--- src/design/pet_pkg.sv ---
// Shared types and constants for the PET keyboard path, with addresses taken from the PET I/O map
package pet_pkg;

    localparam logic [1:0] PIA_PORTA = 2'd0;            // Port A data / DDR
    localparam logic [1:0] PIA_CRA   = 2'd1;            // Control register A
    localparam logic [1:0] PIA_PORTB = 2'd2;            // Port B data / DDR
    localparam logic [1:0] PIA_CRB   = 2'd3;            // Control register B

    localparam logic [15:0] PIA1_BASE    = 16'hE810;    // PIA1 in the $E8xx I/O page
    localparam logic [16:0] KBD_SPI_BASE = 17'h0E800;   // Matrix window seen from SPI

    localparam int         KBD_ROWS     = 16;           // Rows in the key matrix
    localparam int         KBD_ROW_BITS = 4;            // Row index width
    localparam logic [7:0] KBD_NO_KEY   = 8'hFF;        // Active low matrix, nothing pressed

    localparam int SPI_FRAME_BYTES = 4;                 // Cmd, addr hi, addr lo, data
    localparam int SPI_FRAME_BITS  = SPI_FRAME_BYTES * 8;
    localparam int SPI_CNT_BITS    = 6;                 // Holds 0 to SPI_FRAME_BITS
    localparam int SPI_WR_FLAG     = SPI_FRAME_BITS - 1;    // Bit 7 of the command byte
    localparam int SPI_ADDR16      = SPI_FRAME_BITS - 8;    // Bit 0 of the command byte

    // Pending SPI transaction
    typedef struct packed {
        logic [16:0] addr;      // Bit 16 comes from the command byte
        logic [7:0]  data;      // Write data
        logic        wr_en;     // One-cycle strobe
    } spi_req_t;

    // Pending CPU bus transaction
    typedef struct packed {
        logic [15:0] addr;      // 6502 address
        logic [7:0]  data;      // Write data from the CPU
        logic        rd_en;     // Read strobe
        logic        wr_en;     // Write strobe
    } cpu_bus_t;

    // PIA1 select
    typedef struct packed {
        logic       en;         // Chip select
        logic [1:0] rs;         // Register select
    } pia_sel_t;

endpackage

--- src/design/spi_target.sv ---
// Write-only mode 0 SPI target clocked on the falling edge of strobe_clk_i, and SCK half-periods must span at least 4 clocks
`timescale 1ns/1ns

module spi_target (
    input  logic              strobe_clk_i,
    input  logic              rst_i,
    input  logic              spi_sck_i,     // SPI clock from the host MCU
    input  logic              spi_cs_n_i,    // Frame select, active low
    input  logic              spi_mosi_i,    // Data from host, MSB first
    output pet_pkg::spi_req_t spi_req_o      // Last completed write
);
    import pet_pkg::*;

    logic [2:0] sck_sync;                    // Two sync stages plus edge history
    logic [2:0] cs_n_sync;                   // Two sync stages plus edge history
    logic [1:0] mosi_sync;                   // Aligned with sck_sync[1]

    logic                      sck_rise;     // Sampling edge in mode 0
    logic                      cs_active;    // Frame in progress
    logic                      cs_rise;      // End of frame
    logic                      cnt_full;     // All frame bits received
    logic                      frame_last;   // This edge carries the final bit
    logic                      frame_wr;     // Completed frame is a write

    logic [SPI_CNT_BITS-1:0]   bit_cnt;      // Bits shifted in this frame
    logic [SPI_FRAME_BITS-1:0] frame_q;      // Shift register
    logic [SPI_FRAME_BITS-1:0] frame_next;   // Shift register with the incoming bit

    // Bring the pins into the strobe clock domain
    always_ff @(negedge strobe_clk_i) begin
        if (rst_i) begin
            sck_sync  <= '0;                 // SCK idles low in mode 0
            cs_n_sync <= '1;                 // Deselected
            mosi_sync <= '0;
        end else begin
            sck_sync  <= {sck_sync[1:0], spi_sck_i};
            cs_n_sync <= {cs_n_sync[1:0], spi_cs_n_i};
            mosi_sync <= {mosi_sync[0], spi_mosi_i};
        end
    end

    assign sck_rise  = sck_sync[1] && !sck_sync[2];
    assign cs_active = !cs_n_sync[1];
    assign cs_rise   = cs_n_sync[1] && !cs_n_sync[2];

    assign cnt_full   = (bit_cnt == SPI_CNT_BITS'(SPI_FRAME_BITS));
    assign frame_last = sck_rise && cs_active && (bit_cnt == SPI_CNT_BITS'(SPI_FRAME_BITS - 1));
    assign frame_next = {frame_q[SPI_FRAME_BITS-2:0], mosi_sync[1]};   // MSB first
    assign frame_wr   = frame_last && frame_next[SPI_WR_FLAG];         // Read frames are dropped

    // Bit counter stops at a full frame so that trailing clocks are ignored
    always_ff @(negedge strobe_clk_i) begin
        if (rst_i || cs_rise) begin
            bit_cnt <= '0;                   // Short frames die here
        end else if (sck_rise && cs_active && !cnt_full) begin
            bit_cnt <= bit_cnt + 1'b1;
        end
    end

    // Frame shift register
    always_ff @(negedge strobe_clk_i) begin
        if (sck_rise && cs_active && !cnt_full) begin
            frame_q <= frame_next;
        end
    end

    // Request goes out on the edge that shifts in the last bit
    always_ff @(negedge strobe_clk_i) begin
        if (frame_wr) begin
            spi_req_o.addr <= {frame_next[SPI_ADDR16], frame_next[23:8]};  // Cmd bit 0, hi, lo
            spi_req_o.data <= frame_next[7:0];                             // Final byte
        end
        if (rst_i) begin
            spi_req_o.wr_en <= 1'b0;
        end else begin
            spi_req_o.wr_en <= frame_wr;     // Single-cycle pulse
        end
    end

endmodule

--- src/design/address_decoder.sv ---
// PIA1 select for the $E8xx I/O page, answering only the first four registers of the PIA1 block
`timescale 1ns/1ns

module address_decoder (
    input  logic [15:0]       cpu_addr_i,    // CPU bus address
    output pet_pkg::pia_sel_t pia1_sel_o     // PIA1 chip and register select
);
    import pet_pkg::*;

    logic        io_page;                    // Address falls in $E8xx
    logic        pia1_blk;                   // PIA1 block, $E81x
    logic        pia1_regs;                  // Lowest four bytes of that block

    // The PET does not decode A7..A0 fully, so the page is split on A7..A4
    assign io_page   = (cpu_addr_i[15:8] == PIA1_BASE[15:8]);
    assign pia1_blk  = io_page && (cpu_addr_i[7:4] == PIA1_BASE[7:4]);  // PIA2 and VIA sit beside it
    assign pia1_regs = (cpu_addr_i[3:2] == PIA1_BASE[3:2]);  // Mirrors above $E813 are ignored

    always_comb begin
        pia1_sel_o.en = pia1_blk && pia1_regs;
        pia1_sel_o.rs = cpu_addr_i[1:0];             // RS1 = A1, RS0 = A0
    end

endmodule

--- src/design/keyboard.sv ---
// Key matrix cache updated on the falling edge of strobe_clk_i, which overrides PIA1 port B only when a key in the row is down
`timescale 1ns/1ns

module keyboard (
    input  logic              strobe_clk_i,
    input  logic              rst_i,
    input  pet_pkg::spi_req_t spi_req_i,     // Matrix writes from the host MCU
    input  pet_pkg::pia_sel_t pia1_sel_i,    // From the address decoder
    input  pet_pkg::cpu_bus_t cpu_bus_i,     // Pending CPU access
    output logic [7:0]        kbd_data_o,    // Cached columns for the current row
    output logic              kbd_data_oe_o  // Drive the data bus instead of PIA1
);
    import pet_pkg::*;

    logic [7:0]              kbd_matrix [KBD_ROWS];  // One byte of columns per row
    logic [KBD_ROW_BITS-1:0] kbd_row;                // Row picked through port A

    logic spi_wr_matrix;                     // SPI write hits $0E800..$0E80F
    logic writing_port_a;                    // CPU selects a row
    logic reading_port_b;                    // CPU reads the columns

    assign spi_wr_matrix = spi_req_i.wr_en &&
        (spi_req_i.addr[16:KBD_ROW_BITS] == KBD_SPI_BASE[16:KBD_ROW_BITS]);

    assign writing_port_a = cpu_bus_i.wr_en && pia1_sel_i.en && (pia1_sel_i.rs == PIA_PORTA);
    assign reading_port_b = cpu_bus_i.rd_en && pia1_sel_i.en && (pia1_sel_i.rs == PIA_PORTB);

    // One action per edge, SPI first, then the row latch, otherwise refresh the output
    always_ff @(negedge strobe_clk_i) begin
        if (rst_i) begin
            for (int r = 0; r < KBD_ROWS; r++) begin
                kbd_matrix[r] <= KBD_NO_KEY;         // All keys up
            end
            kbd_row    <= '0;
            kbd_data_o <= KBD_NO_KEY;
        end else if (spi_wr_matrix) begin
            kbd_matrix[spi_req_i.addr[KBD_ROW_BITS-1:0]] <= spi_req_i.data;
        end else if (writing_port_a) begin
            kbd_row <= cpu_bus_i.data[KBD_ROW_BITS-1:0];    // Upper bits drive other PET lines
        end else begin
            kbd_data_o <= kbd_matrix[kbd_row];      // Settles one edge after a change
        end
    end

    // With no key down the read falls through to the real PIA1 and keyboard
    assign kbd_data_oe_o = reading_port_b && (kbd_data_o != KBD_NO_KEY);

endmodule

--- src/design/pet_io_top.sv ---
// Keyboard path of the PET I/O page, where every register updates on the falling edge of strobe_clk_i
`timescale 1ns/1ns

module pet_io_top (
    input  logic              strobe_clk_i,
    input  logic              rst_i,
    input  logic              spi_sck_i,     // Host MCU SPI clock
    input  logic              spi_cs_n_i,    // Host MCU frame select
    input  logic              spi_mosi_i,    // Host MCU data
    input  pet_pkg::cpu_bus_t cpu_bus_i,     // Emulated 6502 bus
    output logic [7:0]        kbd_data_o,    // Port B override data
    output logic              kbd_data_oe_o  // Port B override enable
);
    import pet_pkg::*;

    spi_req_t spi_req;                       // Latest SPI write
    pia_sel_t pia1_sel;                      // PIA1 select for the current access

    spi_target u_spi_target (
        .strobe_clk_i (strobe_clk_i),
        .rst_i        (rst_i),
        .spi_sck_i    (spi_sck_i),
        .spi_cs_n_i   (spi_cs_n_i),
        .spi_mosi_i   (spi_mosi_i),
        .spi_req_o    (spi_req)
    );

    address_decoder u_address_decoder (
        .cpu_addr_i (cpu_bus_i.addr),
        .pia1_sel_o (pia1_sel)
    );

    keyboard u_keyboard (
        .strobe_clk_i  (strobe_clk_i),
        .rst_i         (rst_i),
        .spi_req_i     (spi_req),
        .pia1_sel_i    (pia1_sel),
        .cpu_bus_i     (cpu_bus_i),
        .kbd_data_o    (kbd_data_o),
        .kbd_data_oe_o (kbd_data_oe_o)
    );

endmodule

--- config.mk ---
export PLATFORM = sky130hd
export DESIGN_NAME = pet_io_top
export DESIGN_NICKNAME = d
export VERILOG_FILES = /design/src/design/pet_pkg.sv /design/src/design/spi_target.sv /design/src/design/address_decoder.sv /design/src/design/keyboard.sv /design/src/design/pet_io_top.sv
export SDC_FILE = /design/constraint.sdc
export NUM_CORES = 1
export LEC_CHECK = 0
export BUFFER_PORTS_ARGS = -buffer_cell sky130_fd_sc_hd__buf_2
export CAP_MARGIN = 40
export CORE_MARGIN = 2
export CORE_UTILIZATION = 48
export CTS_BUF_LIST = sky130_fd_sc_hd__clkbuf_8 sky130_fd_sc_hd__clkbuf_16
export DETAILED_ROUTE_END_ITERATION = 8
export GPL_TIMING_DRIVEN = 0
export PLACE_DENSITY = 0.64
export SLEW_MARGIN = 20
export SYNTH_ARGS = -nofsm -noshare
export SYNTH_HDL_FRONTEND = slang
export SYNTH_HIERARCHICAL = 1
export SYNTH_SLANG_ARGS = --single-unit
--- constraint.sdc ---
create_clock -name strobe_clk_i -period 3 [get_ports strobe_clk_i]
set_clock_uncertainty 0.15 [all_clocks]
set_input_delay 0.6 -clock strobe_clk_i [delete_from_list [all_inputs] [get_ports strobe_clk_i]]
set_output_delay 0.6 -clock strobe_clk_i [all_outputs]
set_load 0.05 [all_outputs]
==> Word-level counts from Yosys, hierarchy flattened <==
Memories as Yosys holds them, arrays and structs flattened. A register that Yosys moved wholly into a read port is not among the register bits.
Cells that the tools add are included.
{ "word_totals": {"regBits": 75, "ramBits": 128, "input_bits": 31, "output_inout_bits": 9, "wordCells": 52, "mem_count": 1} }
{ "memory_table": {"columns": ["name", "words", "width", "rd", "rd_clocked_by_memory_dff", "wr", "line", "rtl"], "rows": [
  ["u_keyboard.kbd_matrix", 16, 8, 1, 1, 16, "keyboard.sv:15", "logic [7:0] kbd_matrix [KBD_ROWS];"]
]} }
{ "op_classes": {"add_sub_neg": 1, "n_eq_ne": 7, "n_mux": 8, "bitwise": 2, "n_reduce_logical": 24} }
{ "ops": {"columns": ["op", "n"], "rows": [
  ["$logic_and A1 B1 Y1", 14],
  ["$eq A13 B12 Y1 const B", 1],
  ["$eq A8 B8 Y1 const B", 1],
  ["$mux W8", 1],
  ["$ne A8 B8 Y1 const B", 1],
  ["$reduce_or A8 Y1", 1],
  ["$add A6 B1 Y6 const B", 1],
  ["$eq A6 B5 Y1 const B", 1],
  ["$eq A6 B6 Y1 const B", 1],
  ["$mux W1", 6],
  ["$eq A4 B1 Y1 const B", 1],
  ["$logic_not A1 Y1", 4],
  ["$logic_not A2 Y1", 2],
  ["$mux W4", 1],
  ["$reduce_and A2 Y1", 2],
  ["$eq A2 B2 Y1 const B", 1],
  ["$not A1 Y1", 2],
  ["$logic_or A1 B1 Y1", 1]
]} }

==> Logic depth before layout (Yosys ltp) <==
{ "logic_depth": {"depth_word": 7, "ltp_mapped": 7, "mapped_depth_nobuf": 6} }

==> Modules after synthesis <==
Netlist, hierarchy kept.
{ "by_module_without_submodules": {"columns": ["module", "instances", "cells_each", "area_per_inst_um2", "seq_area_each_um2"], "rows": [
  ["keyboard", 1, 464, 6369.9, 4083.9],
  ["spi_target", 1, 118, 2304.7, 1981.9],
  ["address_decoder", 1, 7, 53.8, 0.0]
]} }

==> impl_metrics.yaml <==
floorplan:
  placement_rows: 49
  fp.dieArea_mm2: 0.0193
  core_mm2: 0.0179
  initial_core_util: 0.488
  io_pins: 40
  die_h_um: 139
  die_x_um: 139
global_routing:
  grt_pass1_wl_mm: 34.0
  grt_max_degree: 20
  track_usage: 0.233
  overflow: 0
  grt_antenna_before_repair: 0
  grt_pass1_vias: 6694
synth:
  yosysWarnings: 6
  synth_top_family_by_area: "multiplexers"
  synth_fa_ha_area_frac: 0.00287
  synth_area_mm2: 0.00873
  yosysSeqAreaShare: 0.695
  ys_types: 43
  async_flop_share: 0
  syn_inst: 589
  synth_compound_area_frac: 0.0436
  synthXorXnorAreaFrac: 0
  synthMuxAreaShare: 0.116
  synth-edff-count: 184
  synth_top_area_frac: 0.633
  synthFlopType: "edfxtp_1"
  avgSynthCellArea_um2: 14.8
  syn-num-nets: 622
  synth_area_leaders: "edfxtp_1 (63%), mux4_2 (8.3%), dfxtp_1 (6.2%)"
  synthSimpleGateAreaFrac: 0.112
  yosysTopAreaCell: "edfxtp_1"
  ys_seq_elements: 211
clocking:
  clock_latency_ps: 570
  root_buffer: "clkbuf_16"
  hold_buffers: 0
  cts_tree: "built"
  numCtsBuffers: 23
  htree_levels: 1
  clk_path_buf_depth: 3
  cts_num_sinks: 211
  clk_pin_slew_ps: 40
layout:
  diodes: 0
  mostFrequentLayoutCell: "inv_1"
  fin_nets: 896
  layout_common_cells: "inv_1 (223), edfxtp_1 (184), nand2_1 (134), nor2_1 (36), mux4_2 (32)"
  syn_to_final_growth_pct: 28.6
  layout-drive-gt1-share: 0.215
  final_util: 0.627
  num-fill-cells: 1348
route:
  wl_met3_mm: 1.76
  top_layer: "met4"
  drc: 0
  wl_met2_mm: 11.4
  wire_per_inst_um: 20.2
  wl_met1_mm: 8.29
  drtAntennaViolNets: 0
  avgViaCountPerCell: 5.45
  dr.pass1.iters: 5
  drt_iter0_drc: 566
  wirelength_mm: 22.4
  vias: 6045
worst_setup_path:
  critPathBufInv: 1
  path_cells: "nand4_1, nor2_2, nor2_4, buf_8"
  crit_type: "flop to output port"
  endpoint_kind: "output port"
  crit_slowest_cell: "dfxtp_4"
  crit_fanout: 3
  crit_path_start_kind: "flop"
  cp.arrival_ps: 2890
  required_ps: 2250
  crit_family: "flip-flops"
  slowest_delay_ps: 350
placed_design:
  port_buffers: 33
  gp_congestion: 0.889
  dp_hpwl_mm: 14.2
timing:
  hold_viol_final: 0
  rsz0062_at_grt: "true"
  relSlewSlack: 0.518
  holdWs_ps: 255
  drv_slew: 0
  fin_ws_ps: -640
  worst_pin_slew_ps: 721
  setup_viol: 21
power:
  peakVddDrop_uv: 626
  powerDensity_mw_per_mm2: 682
  p_leak_uw: 0.00457
run_status:
  run_status: "finished with violations"
  violations: "negative setup slack"
hold_path:
  hold_class: "flop to flop"
run:
  cap_violations: 0
==> synthesized netlist by cell type (3+ instances only) <==
cell / count
nor2_1: 38
a21o_1: 12
buf_4: 7
buf_1: 5
nor4bb_1: 3
nand2b_1: 4
nand2_1: 134
o21ai_0: 13
edfxtp_1: 184
buf_6: 5
a31o_1: 4
nor4_1: 3
o211ai_1: 14
dfxtp_1: 27
or2_2: 3
nor2b_1: 7
buf_2: 16
mux2_2: 8
clkbuf_1: 7
mux2i_1: 20
and4_1: 3
inv_1: 8
a21oi_1: 4
mux4_2: 32
==> kinds of logic (layout without fill, tap and decap cells) <==
| family | after synthesis | in the layout |
|---|---|---|
| muxes | 60 | 60 |
| and+or+nand+nor | 213 | 213 |
| buffers and inverters | 49 | 340 |
| AOI/OAI and AO/OA | 54 | 54 |
| adders and majority gates | 2 | 2 |
| DFF | 211 | 211 |
==> final timing paths <==
| check | start | end | slack [ps] | depth (start not counted) |
|---|---|---|---|---|
| hold / removal | u_spi_target/cs_n_sync[0] | u_spi_target/cs_n_sync[1] | 260 | 1 |
| setup / recovery | u_keyboard/kbd_data_o[4] | kbd_data_oe_o | -640 | 4 |
| hold reg to reg | u_spi_target/cs_n_sync[0] | u_spi_target/cs_n_sync[1] | 260 | 1 |
| setup reg to reg | u_keyboard/kbd_row[2] | u_keyboard/kbd_data_o[0] | 600 | 6 |
==> layout make-up <==
class,count,area (um2),share of cell area
Multi-Input combinational cell,329,2560,0.229
Clock inverter,230,1030,0.0922
Inverter,7,28.8,0.00256
Sequential cell,211,6100,0.543
Tap cell,229,287,0.0255
Timing Repair Buffer,41,334,0.0298
Buffer,39,304,0.0271
Clock buffer,23,576,0.0513
==> flip-flops by register name, summed over array words and instances (netlist names) <==
name,cells
u_keyboard/kbd_matrix,128
u_spi_target/sck_sync,3
u_keyboard/kbd_data_o,8
u_spi_target/frame_q,31
u_spi_target/bit_cnt,6
u_spi_target/spi_req_o,26
u_keyboard/kbd_row,4
u_spi_target/mosi_sync,2
u_spi_target/cs_n_sync,3
==> power by group <==
group	switching (uW)	internal (uW)	leakage, uW
Combinational	121	94.4	0.00102
Clock	1830	2290	0.00153
Sequential	33.0	3300	0.00202
Total	1980	5680	0.00457
==> stage by stage <==
stage	area (um2)	power (uW)	std cells	worst slack, ps	TNS, ps
5_1_grt	11200	8130	1109	-680	-5920
2_1_floorplan	8970	3900	589	-462	-77420
3_3_place_gp	9420	3970	851	-1080	-178250
6_report	11200	7660	1109	-640	-4690
3_5_place_dp	9480	3980	853	-1110	-184090
4_1_cts	11200	7790	1108	-639	-4020
==> metal layers <==
layer | up-vias | GRT usage
met2 | 304 | 0.381
li1 | 2750 | -
met1 | 2931 | 0.273
met3 | 60 | 0.0691
met4 | 0 | 0.138
met5 | - | 0
==> repair_timing <==
item | 4_1_cts | 5_1_grt
cloned | 0 | 0
setup buffers | 5 | 2
gates resized for setup | 30 | 10
pin swaps | 5 | 1
endpoints found under the setup margin | 192 | 46
Note: power is estimated with default switching activity, not from simulation.
